<file path="src/hdl/cart_config.svh">
`ifndef CART_CONFIG_SVH
`define CART_CONFIG_SVH

// shared PRG/CHR memory address width
`define ADDR_BITS 23

// mapper slots behind the mux
`define MAP_CNT 4

// host register map
`define REG_MAPPER 4'd0
`define REG_LOADER 4'd1

`endif

</file>
<file path="src/hdl/cart_pkg.sv">
`include "cart_config.svh"

package cart_pkg;

    // ************************************************************************
    // plain widths
    // ************************************************************************

    typedef logic [15:0] cpu_addr_t;
    typedef logic [13:0] ppu_addr_t;
    typedef logic [7:0] byte_t;
    typedef logic [`ADDR_BITS-1:0] mem_addr_t;  // shared PRG/CHR memory

    // ************************************************************************
    // console buses
    // ************************************************************************

    // CPU side, sampled on m2
    typedef struct packed {
        cpu_addr_t addr;
        logic rw;  // 1 = read
        byte_t data;  // write data
    } cpu_bus_t;

    // PPU side
    typedef struct packed {
        ppu_addr_t addr;
        logic rd;
        logic wr;
    } ppu_bus_t;

endpackage

</file>
<file path="src/hdl/mapper_pkg.sv">
package mapper_pkg;

    // mapper select, one slot each
    typedef logic [1:0] mapper_id_t;

    localparam mapper_id_t MAP_NROM = 2'd0;
    localparam mapper_id_t MAP_UXROM = 2'd1;
    localparam mapper_id_t MAP_CNROM = 2'd2;
    localparam mapper_id_t MAP_MMC1 = 2'd3;

    // log2 of PRG size in bytes
    typedef logic [4:0] prg_size_t;

    typedef struct packed {
        logic reserved;
        logic mirror_v;  // hard mirroring, 1 = vertical
        prg_size_t prg_size;
    } map_args_t;

    // one mapper's view of memory and CIRAM
    typedef struct packed {
        cart_pkg::mem_addr_t prg_addr;
        logic prg_oe;
        cart_pkg::mem_addr_t chr_addr;
        logic chr_oe;
        logic chr_we;
        logic ciram_a10;
        logic ciram_ce;
    } map_out_t;

endpackage

</file>
<file path="src/hdl/map_regs.sv">
`timescale 1ns/1ps
`include "cart_config.svh"

module map_regs (
    input logic m2,
    input logic async_reset,
    input logic [31:0] wr_reg,
    input logic [3:0] wr_reg_addr,
    input logic wr_reg_changed,
    output mapper_pkg::mapper_id_t select,
    output mapper_pkg::map_args_t map_args
);
    import mapper_pkg::*;

    logic [2:0] chg_sync;
    logic chg_seen;
    logic [31:0] loader_args;

    // toggle crosses from host domain, stage 2 vs 3 is the edge detect
    assign chg_seen = chg_sync[1] != chg_sync[2];

    always_ff @(posedge m2 or posedge async_reset) begin
        if (async_reset) begin
            chg_sync <= '0;
            select <= MAP_NROM;
            map_args <= '0;
        end else begin
            chg_sync <= {chg_sync[1:0], wr_reg_changed};
            if (chg_seen && wr_reg_addr == `REG_MAPPER) begin
                {map_args, select} <= wr_reg[8:0];
            end
        end
    end

    // kept for the loader, which is not built here
    always_ff @(posedge m2) begin
        if (chg_seen && wr_reg_addr == `REG_LOADER) begin
            loader_args <= wr_reg;
        end
    end

endmodule

</file>
<file path="src/hdl/map_discrete.sv">
`timescale 1ns/1ps

// NROM / UxROM / CNROM, differing only in what the bank latch drives
module map_discrete #(
    parameter int KIND = 0  // 0 NROM, 1 UxROM, 2 CNROM
) (
    input logic m2,
    input logic rst,
    input cart_pkg::cpu_bus_t cpu,
    input cart_pkg::ppu_bus_t ppu,
    input logic mirror_v,
    output mapper_pkg::map_out_t map_out
);
    import cart_pkg::*;
    import mapper_pkg::*;

    byte_t bank;
    logic cpu_wr;
    byte_t prg_page;  // 16 KB page for UxROM

    assign cpu_wr = !cpu.rw && cpu.addr[15];

    always_ff @(posedge m2 or posedge rst) begin
        if (rst) begin
            bank <= '0;
        end else if (KIND != 0 && cpu_wr) begin
            bank <= cpu.data;
        end
    end

    // top page fixed, the size mask in the mux cuts it to the last one
    assign prg_page = cpu.addr[14] ? 8'hff : bank;

    always_comb begin
        case (KIND)
            1: begin
                map_out.prg_addr = mem_addr_t'({prg_page, cpu.addr[13:0]});
                map_out.chr_addr = mem_addr_t'(ppu.addr[12:0]);
            end
            2: begin
                map_out.prg_addr = mem_addr_t'(cpu.addr[14:0]);
                map_out.chr_addr = mem_addr_t'({bank, ppu.addr[12:0]});
            end
            default: begin
                map_out.prg_addr = mem_addr_t'(cpu.addr[14:0]);
                map_out.chr_addr = mem_addr_t'(ppu.addr[12:0]);
            end
        endcase
    end

    assign map_out.prg_oe = cpu.rw && cpu.addr[15];
    assign map_out.chr_oe = ppu.rd && !ppu.addr[13];
    assign map_out.chr_we = (KIND == 1) && ppu.wr && !ppu.addr[13];  // CHR RAM on UxROM only
    assign map_out.ciram_a10 = mirror_v ? ppu.addr[10] : ppu.addr[11];
    assign map_out.ciram_ce = ppu.addr[13];

endmodule

</file>
<file path="src/hdl/map_mmc1.sv">
`timescale 1ns/1ps

module map_mmc1 (
    input logic m2,
    input logic rst,
    input cart_pkg::cpu_bus_t cpu,
    input cart_pkg::ppu_bus_t ppu,
    output mapper_pkg::map_out_t map_out
);
    import cart_pkg::*;
    import mapper_pkg::*;

    logic [4:0] shift;
    logic [2:0] wr_cnt;
    logic [4:0] value;  // assembled on the fifth write
    logic [4:0] control;
    logic [4:0] chr0;
    logic [4:0] chr1;
    logic [3:0] prg;
    logic cpu_wr;
    logic [3:0] prg_page;
    logic [4:0] chr_page;

    assign cpu_wr = !cpu.rw && cpu.addr[15];
    assign value = {cpu.data[0], shift[4:1]};  // LSB first

    // ************************************************************************
    // serial loader
    // ************************************************************************

    always_ff @(posedge m2 or posedge rst) begin
        if (rst) begin
            shift <= '0;
            wr_cnt <= '0;
            control <= '0;
            chr0 <= '0;
            chr1 <= '0;
            prg <= '0;
        end else if (cpu_wr) begin
            if (cpu.data[7]) begin  // loader reset
                shift <= '0;
                wr_cnt <= '0;
                control[3:2] <= 2'b11;
            end else if (wr_cnt == 3'd4) begin
                shift <= '0;
                wr_cnt <= '0;
                case (cpu.addr[14:13])
                    2'd0: control <= value;
                    2'd1: chr0 <= value;
                    2'd2: chr1 <= value;
                    default: prg <= value[3:0];
                endcase
            end else begin
                shift <= value;
                wr_cnt <= wr_cnt + 3'd1;
            end
        end
    end

    // ************************************************************************
    // address decode
    // ************************************************************************

    always_comb begin
        case (control[3:2])
            2'd2: prg_page = cpu.addr[14] ? prg : 4'h0;  // first fixed
            2'd3: prg_page = cpu.addr[14] ? 4'hf : prg;  // last fixed
            default: prg_page = {prg[3:1], cpu.addr[14]};  // 32 KB
        endcase
    end

    always_comb begin
        if (control[4]) begin  // two 4 KB banks
            chr_page = ppu.addr[12] ? chr1 : chr0;
        end else begin
            chr_page = {chr0[4:1], ppu.addr[12]};
        end
    end

    assign map_out.prg_addr = mem_addr_t'({prg_page, cpu.addr[13:0]});
    assign map_out.chr_addr = mem_addr_t'({chr_page, ppu.addr[11:0]});
    assign map_out.prg_oe = cpu.rw && cpu.addr[15];
    assign map_out.chr_oe = ppu.rd && !ppu.addr[13];
    assign map_out.chr_we = ppu.wr && !ppu.addr[13];

    always_comb begin
        case (control[1:0])
            2'd0: map_out.ciram_a10 = 1'b0;
            2'd1: map_out.ciram_a10 = 1'b1;
            2'd2: map_out.ciram_a10 = ppu.addr[10];  // vertical
            default: map_out.ciram_a10 = ppu.addr[11];  // horizontal
        endcase
    end

    assign map_out.ciram_ce = ppu.addr[13];

endmodule

</file>
<file path="src/hdl/map_mux.sv">
`timescale 1ns/1ps
`include "cart_config.svh"

module map_mux (
    input mapper_pkg::mapper_id_t select,
    input mapper_pkg::map_args_t map_args,
    input mapper_pkg::map_out_t slots [`MAP_CNT],
    output logic [`MAP_CNT-1:0] slot_rst,
    output cart_pkg::mem_addr_t prg_addr,
    output logic prg_rd,
    output logic cpu_oe,
    output cart_pkg::mem_addr_t chr_addr,
    output logic chr_rd,
    output logic chr_we,
    output logic ciram_a10,
    output logic ciram_ce
);
    import cart_pkg::*;
    import mapper_pkg::*;

    map_out_t sel;
    mem_addr_t prg_mask;
    mem_addr_t chr_off;

    // unselected mappers sit in reset
    for (genvar n = 0; n < `MAP_CNT; n++) begin : g_rst
        assign slot_rst[n] = (select != mapper_id_t'(n));
    end

    assign sel = slots[select];

    // ************************************************************************
    // memory layout, PRG at 0 and CHR right above it
    // ************************************************************************

    assign prg_mask = (mem_addr_t'(1) << map_args.prg_size) - mem_addr_t'(1);
    assign chr_off = (map_args.prg_size == '0) ? '0
                                               : (mem_addr_t'(1) << map_args.prg_size);

    assign prg_addr = sel.prg_addr & prg_mask;
    assign chr_addr = sel.chr_addr | chr_off;

    assign prg_rd = sel.prg_oe;
    assign cpu_oe = sel.prg_oe;
    assign chr_rd = sel.chr_oe;
    assign chr_we = sel.chr_we;

    assign ciram_a10 = sel.ciram_a10;
    assign ciram_ce = sel.ciram_ce;

endmodule

</file>
<file path="src/hdl/cart_top.sv">
`timescale 1ns/1ps
`include "cart_config.svh"

module cart_top (
    input logic m2,
    input logic async_reset,
    input cart_pkg::cpu_bus_t cpu,
    input cart_pkg::ppu_bus_t ppu,
    input logic [31:0] wr_reg,
    input logic [3:0] wr_reg_addr,
    input logic wr_reg_changed,
    output cart_pkg::mem_addr_t prg_addr,
    output logic prg_rd,
    output logic cpu_oe,
    output cart_pkg::mem_addr_t chr_addr,
    output logic chr_rd,
    output logic chr_we,
    output logic ciram_a10,
    output logic ciram_ce
);
    import mapper_pkg::*;

    mapper_id_t select;
    map_args_t map_args;
    map_out_t slots [`MAP_CNT];
    logic [`MAP_CNT-1:0] slot_rst;

    map_regs u_regs (
        .m2(m2),
        .async_reset(async_reset),
        .wr_reg(wr_reg),
        .wr_reg_addr(wr_reg_addr),
        .wr_reg_changed(wr_reg_changed),
        .select(select),
        .map_args(map_args)
    );

    // ************************************************************************
    // mapper slots, index = mapper id
    // ************************************************************************

    map_discrete #(.KIND(0)) u_nrom (
        .m2(m2),
        .rst(slot_rst[MAP_NROM]),
        .cpu(cpu),
        .ppu(ppu),
        .mirror_v(map_args.mirror_v),
        .map_out(slots[MAP_NROM])
    );

    map_discrete #(.KIND(1)) u_uxrom (
        .m2(m2),
        .rst(slot_rst[MAP_UXROM]),
        .cpu(cpu),
        .ppu(ppu),
        .mirror_v(map_args.mirror_v),
        .map_out(slots[MAP_UXROM])
    );

    map_discrete #(.KIND(2)) u_cnrom (
        .m2(m2),
        .rst(slot_rst[MAP_CNROM]),
        .cpu(cpu),
        .ppu(ppu),
        .mirror_v(map_args.mirror_v),
        .map_out(slots[MAP_CNROM])
    );

    map_mmc1 u_mmc1 (
        .m2(m2),
        .rst(slot_rst[MAP_MMC1]),
        .cpu(cpu),
        .ppu(ppu),
        .map_out(slots[MAP_MMC1])  // mirroring set by software
    );

    map_mux u_mux (
        .select(select),
        .map_args(map_args),
        .slots(slots),
        .slot_rst(slot_rst),
        .prg_addr(prg_addr),
        .prg_rd(prg_rd),
        .cpu_oe(cpu_oe),
        .chr_addr(chr_addr),
        .chr_rd(chr_rd),
        .chr_we(chr_we),
        .ciram_a10(ciram_a10),
        .ciram_ce(ciram_ce)
    );

endmodule

</file>
<file path="config.mk">
export PLATFORM = sky130hd
export DESIGN_NAME = cart_top
export DESIGN_NICKNAME = d
export VERILOG_FILES = /design/src/hdl/cart_pkg.sv /design/src/hdl/mapper_pkg.sv /design/src/hdl/map_regs.sv /design/src/hdl/map_discrete.sv /design/src/hdl/map_mmc1.sv /design/src/hdl/map_mux.sv /design/src/hdl/cart_top.sv
export VERILOG_INCLUDE_DIRS = /design/src /design/src/hdl
export SDC_FILE = /design/constraint.sdc
export NUM_CORES = 1
export LEC_CHECK = 0
export ABC_AREA = 1
export BUFFER_PORTS_ARGS = -buffer_cell sky130_fd_sc_hd__clkbuf_2
export CAP_MARGIN = 20
export CELL_PAD_IN_SITES_DETAIL_PLACEMENT = 0
export CELL_PAD_IN_SITES_GLOBAL_PLACEMENT = 1
export CORE_UTILIZATION = 31
export CTS_BUF_LIST = sky130_fd_sc_hd__clkbuf_8
export DETAILED_ROUTE_END_ITERATION = 6
export PLACE_DENSITY = 0.82
export SLEW_MARGIN = 10
export SYNTH_ARGS = -nofsm -noshare
export SYNTH_HDL_FRONTEND = slang
export SYNTH_SLANG_ARGS = --single-unit
</file>
<file path="constraint.sdc">
create_clock -name m2 -period 1.58 [get_ports m2]
set_input_delay 0.079 -clock m2 [delete_from_list [all_inputs] [get_ports m2]]
set_output_delay 0.079 -clock m2 [all_outputs]
set_load 0.03 [all_outputs]
</file>
==> results.ini <==
[floorplan]
die_h_um=103
rows=36
initial_core_util_pct=32.1
die_x_um=103
pin_count=132
fp.coreArea_um2=9770
die_area_um2=10500

[worst_setup_path]
path_buf_inv=3
crit_cells=11
cp_cell_sequence=nand2_1 > inv_2 > buf_6 > nand3_2 > nand2_1 > nor2_1 > nand2_1 > nor2_2 > nand2_2 > nor2_2 > clkbuf_8
cp-end-kind=output port
worstPathRequired_ns=1.50
cpMaxStageDelayCell=dfrtp_2
criticalPathCategory=reg2out
cpLargestDelayFamily=simple AND/OR/NAND/NOR gates
ff2ff_path_depth=8
reg2reg_from=u_mmc1.wr_cnt[0]
slowest_delay_ns=0.50
crit-reg2reg-capture=u_mmc1.chr0[0]
rrSetupSlack_ns=0.18
cp-startpoint=u_regs.map_args[1]
cp_data_arrival_time_ns=2.02
cp_max_fo=7
crit_path_frequent_cell=nand2_1
startpoint_type=flop
critPathCapture=prg_addr[19]

[placement]
post-place-cells=731
post-place-ws_ns=-0.238
place_area_um2=4460
port_buffers=104
dp_hpwl_um=7740
place.gp.congestion=0.875

[cells_and_area]
n_antenna_cell=0
layout.nets=723
final_area_um2=5830
area_growth_pct=85.6
layout-drive-gt1-share_pct=53.4
fin_cells=774

[power]
p_comb_share_pct=55.7
switchingPower_mw=2.51
vdd_ir_drop_max_mv=0.588
p_leak_nw=2.90
clock_power_share_pct=16.1
p_int_mw=3.40
p_seq_share_pct=28.2
p_sw_share_pct=42.5
p_per_area_nw_per_um2=1010

[synth]
synth_area_um2=3140
syn_nets=520
synth_top_cell_area_share_pct=42.2
yosysTopAreaCell=dfrtp_1
ys_ff_latch=53
ys_warn_count=0
synth_edf_count=0
synthTopCellsByArea=dfrtp_1, nand2_1, o21ai_0
syn_avg_cell_area_um2=7.18
synthCells=437
ys_types=37
synth-main-ff-cell=dfrtp_1
yosysSeqAreaShare_pct=42.2
synthArstFlopShare_pct=100

[grt]
grt_pass1_vias=3621
grt_max_degree=18
grt-ovfl-total=0
grt_use_total_pct=20.9
grt_pass1_wl_um=17000
antenna_found_initial=0

[clock_network]
cts-htree-levels=2
clk_pin_slew_ns=0.09
cts_buffers=5
clk_path_buf_depth=2
cts.sinks=53
cts_tree=built
clock_latency_ns=0.31
cts_root_buf=clkbuf_8

[timing]
fmax_ghz=0.475
maxSlewViolCount=0
setup_violations=42
post-route-period-util_pct=133
rsz0062_at_grt=yes
finalWorstSetupSlack_ns=-0.524
min_period_ns=2.10
skew_ns=0.0114
hold_violations=0

[run_status]
violations=negative setup slack
status=complete, but fails checks

[routing]
detail_route.wirelength_um=11200
first_iter_violations=141
drc=0
vias=3728
vias_per_cell=4.82
wl_per_cell_um=14.5
postRouteAntennaNets=0
first_pass_iters=4

[flow_run]
maxCapViolations=0

[hold_path]
min_path_type=in2reg

state kept, by name, indices dropped and copies added (netlist names):
signal	count
u_regs.chg_sync	3
u_mmc1.prg	4
u_regs.map_args	6
u_cnrom.bank	8
u_mmc1.chr1	5
u_mmc1.wr_cnt	3
u_regs.select	2
u_mmc1.control	5
u_uxrom.bank	8
u_mmc1.chr0	5
u_mmc1.shift	4
Yosys cell counts, drive strengths merged, types with 3 or more instances:
master	n
clkbuf	4
nor2	63
buf	9
or2	7
dfrtp	53
a21oi	30
inv	55
o22ai	4
o21ai	52
nand2	105
nand3	32
ha	3
nor4	5
logic make-up (layout without fill, tap and decap cells):
group / after synthesis / in the layout / synth area share (%)
DFF: 53 / 53 / 42.2
adders and majority gates: 3 / 3 / 1.20
buffers and inverters: 69 / 272 / 9.37
and+or+nand+nor: 218 / 219 / 31.4
AOI/OAI and AO/OA: 91 / 91 / 15.1
xor gates and xnor gates: 2 / 2 / 0.558
other: 1 / 1 / 0.119
cell type report:
type | instances | area, µm²
clock inverters | 3 | 46.3
fillers | 832 | 3950
multi-input cells | 316 | 2200
repair inverters | 1 | 5.00
repair buffers | 207 | 1770
inverters | 56 | 229
well taps | 133 | 166
flip-flops and latches | 53 | 1330
clock buffers | 5 | 68.8
power groups by stage:
| stage | logic, mW | clock network (mW) | registers, mW |
|---|---|---|---|
| 6_report | 3.29 | 0.951 | 1.66 |
| 5_1_grt | 3.49 | 1.03 | 1.68 |
| 4_1_cts | 2.97 | 0.972 | 1.65 |
| 3_5_place_dp | 2.30 | 0 | 1.65 |
| 3_3_place_gp | 2.28 | 0 | 1.64 |
| 2_1_floorplan | 1.44 | 0 | 1.60 |
repair_timing:
action / CTS / global route
setup buffers: 13 / 12
endpoints found under the hold margin: 23 / 0
hold buffers: 9 / 0
endpoints found under the setup margin: 44 / 57
pin swaps: 23 / 19
cloned: 1 / 1
gates resized for setup: 183 / 76
through the flow:
step	hold WS, ns	TNS, ns	power, mW	util [%]
4_1_cts	0.00236	-11.03	5.59	56.3
3_5_place_dp	0.0823	-2.89	3.94	45.6
5_1_grt	0.0102	-15.53	6.20	59.6
3_3_place_gp	0.0665	-1.93	3.92	45.6
2_1_floorplan	-0.0686	-0.913	3.05	-
6_report	0.00989	-12.12	5.90	59.6
worst reg2reg max path, stage by stage (launching register included):
cell     delay (ns)
dfrtp_1        0.42
inv_1          0.07
ha_1           0.17
nand2_2        0.11
inv_2          0.10
nand4_1        0.09
buf_4          0.18
nand2_1        0.06
o21ai_0        0.09
metal layers:
| layer | up-vias | GRT usage [%] | share of wire (%) |
|---|---|---|---|
| li1 | 1820 | - | - |
| met1 | 1775 | 25.1 | 41 |
| met2 | 113 | 37.9 | 52 |
| met3 | 20 | 2.64 | 4.2 |
| met4 | 0 | 8.24 | 2.3 |
| met5 | - | 0 | 0 |
how the worst min path moves through the flow:
stage | end | from | slack, ns | depth (start not counted)
finish | u_regs.map_args[5] | wr_reg[7] | 0.01 | 3
global route | u_regs.map_args[3] | wr_reg[5] | 0.01 | 3
CTS | u_regs.map_args[5] | wr_reg[7] | 0.002 | 3
detailed placement | u_regs.chg_sync[1] | async_reset | 0.08 | 2
global placement | u_regs.chg_sync[1] | async_reset | 0.07 | 2
floorplan | u_regs.chg_sync[0] | async_reset | -0.07 | 1
cell usage in the layout (no fill, tap or decap), drive strengths merged:
master / n
a21boi: 1
a21oi: 30
a311o: 1
a31oi: 1
and2: 1
and3: 1
buf: 111
bufinv: 1
clkbuf: 92
clkinv: 2
clkinvlp: 3
conb: 1
dfrtp: 53
dlygate4sd3: 9
ha: 3
inv: 54
nand2: 106
nand3: 32
nand4: 2
nor2: 63
nor3: 2
nor4: 5
o211ai: 1
o21ai: 52
o221ai: 1
o22ai: 4
or2: 7
xor2: 2
Note: power is estimated with default switching activity, not from simulation.
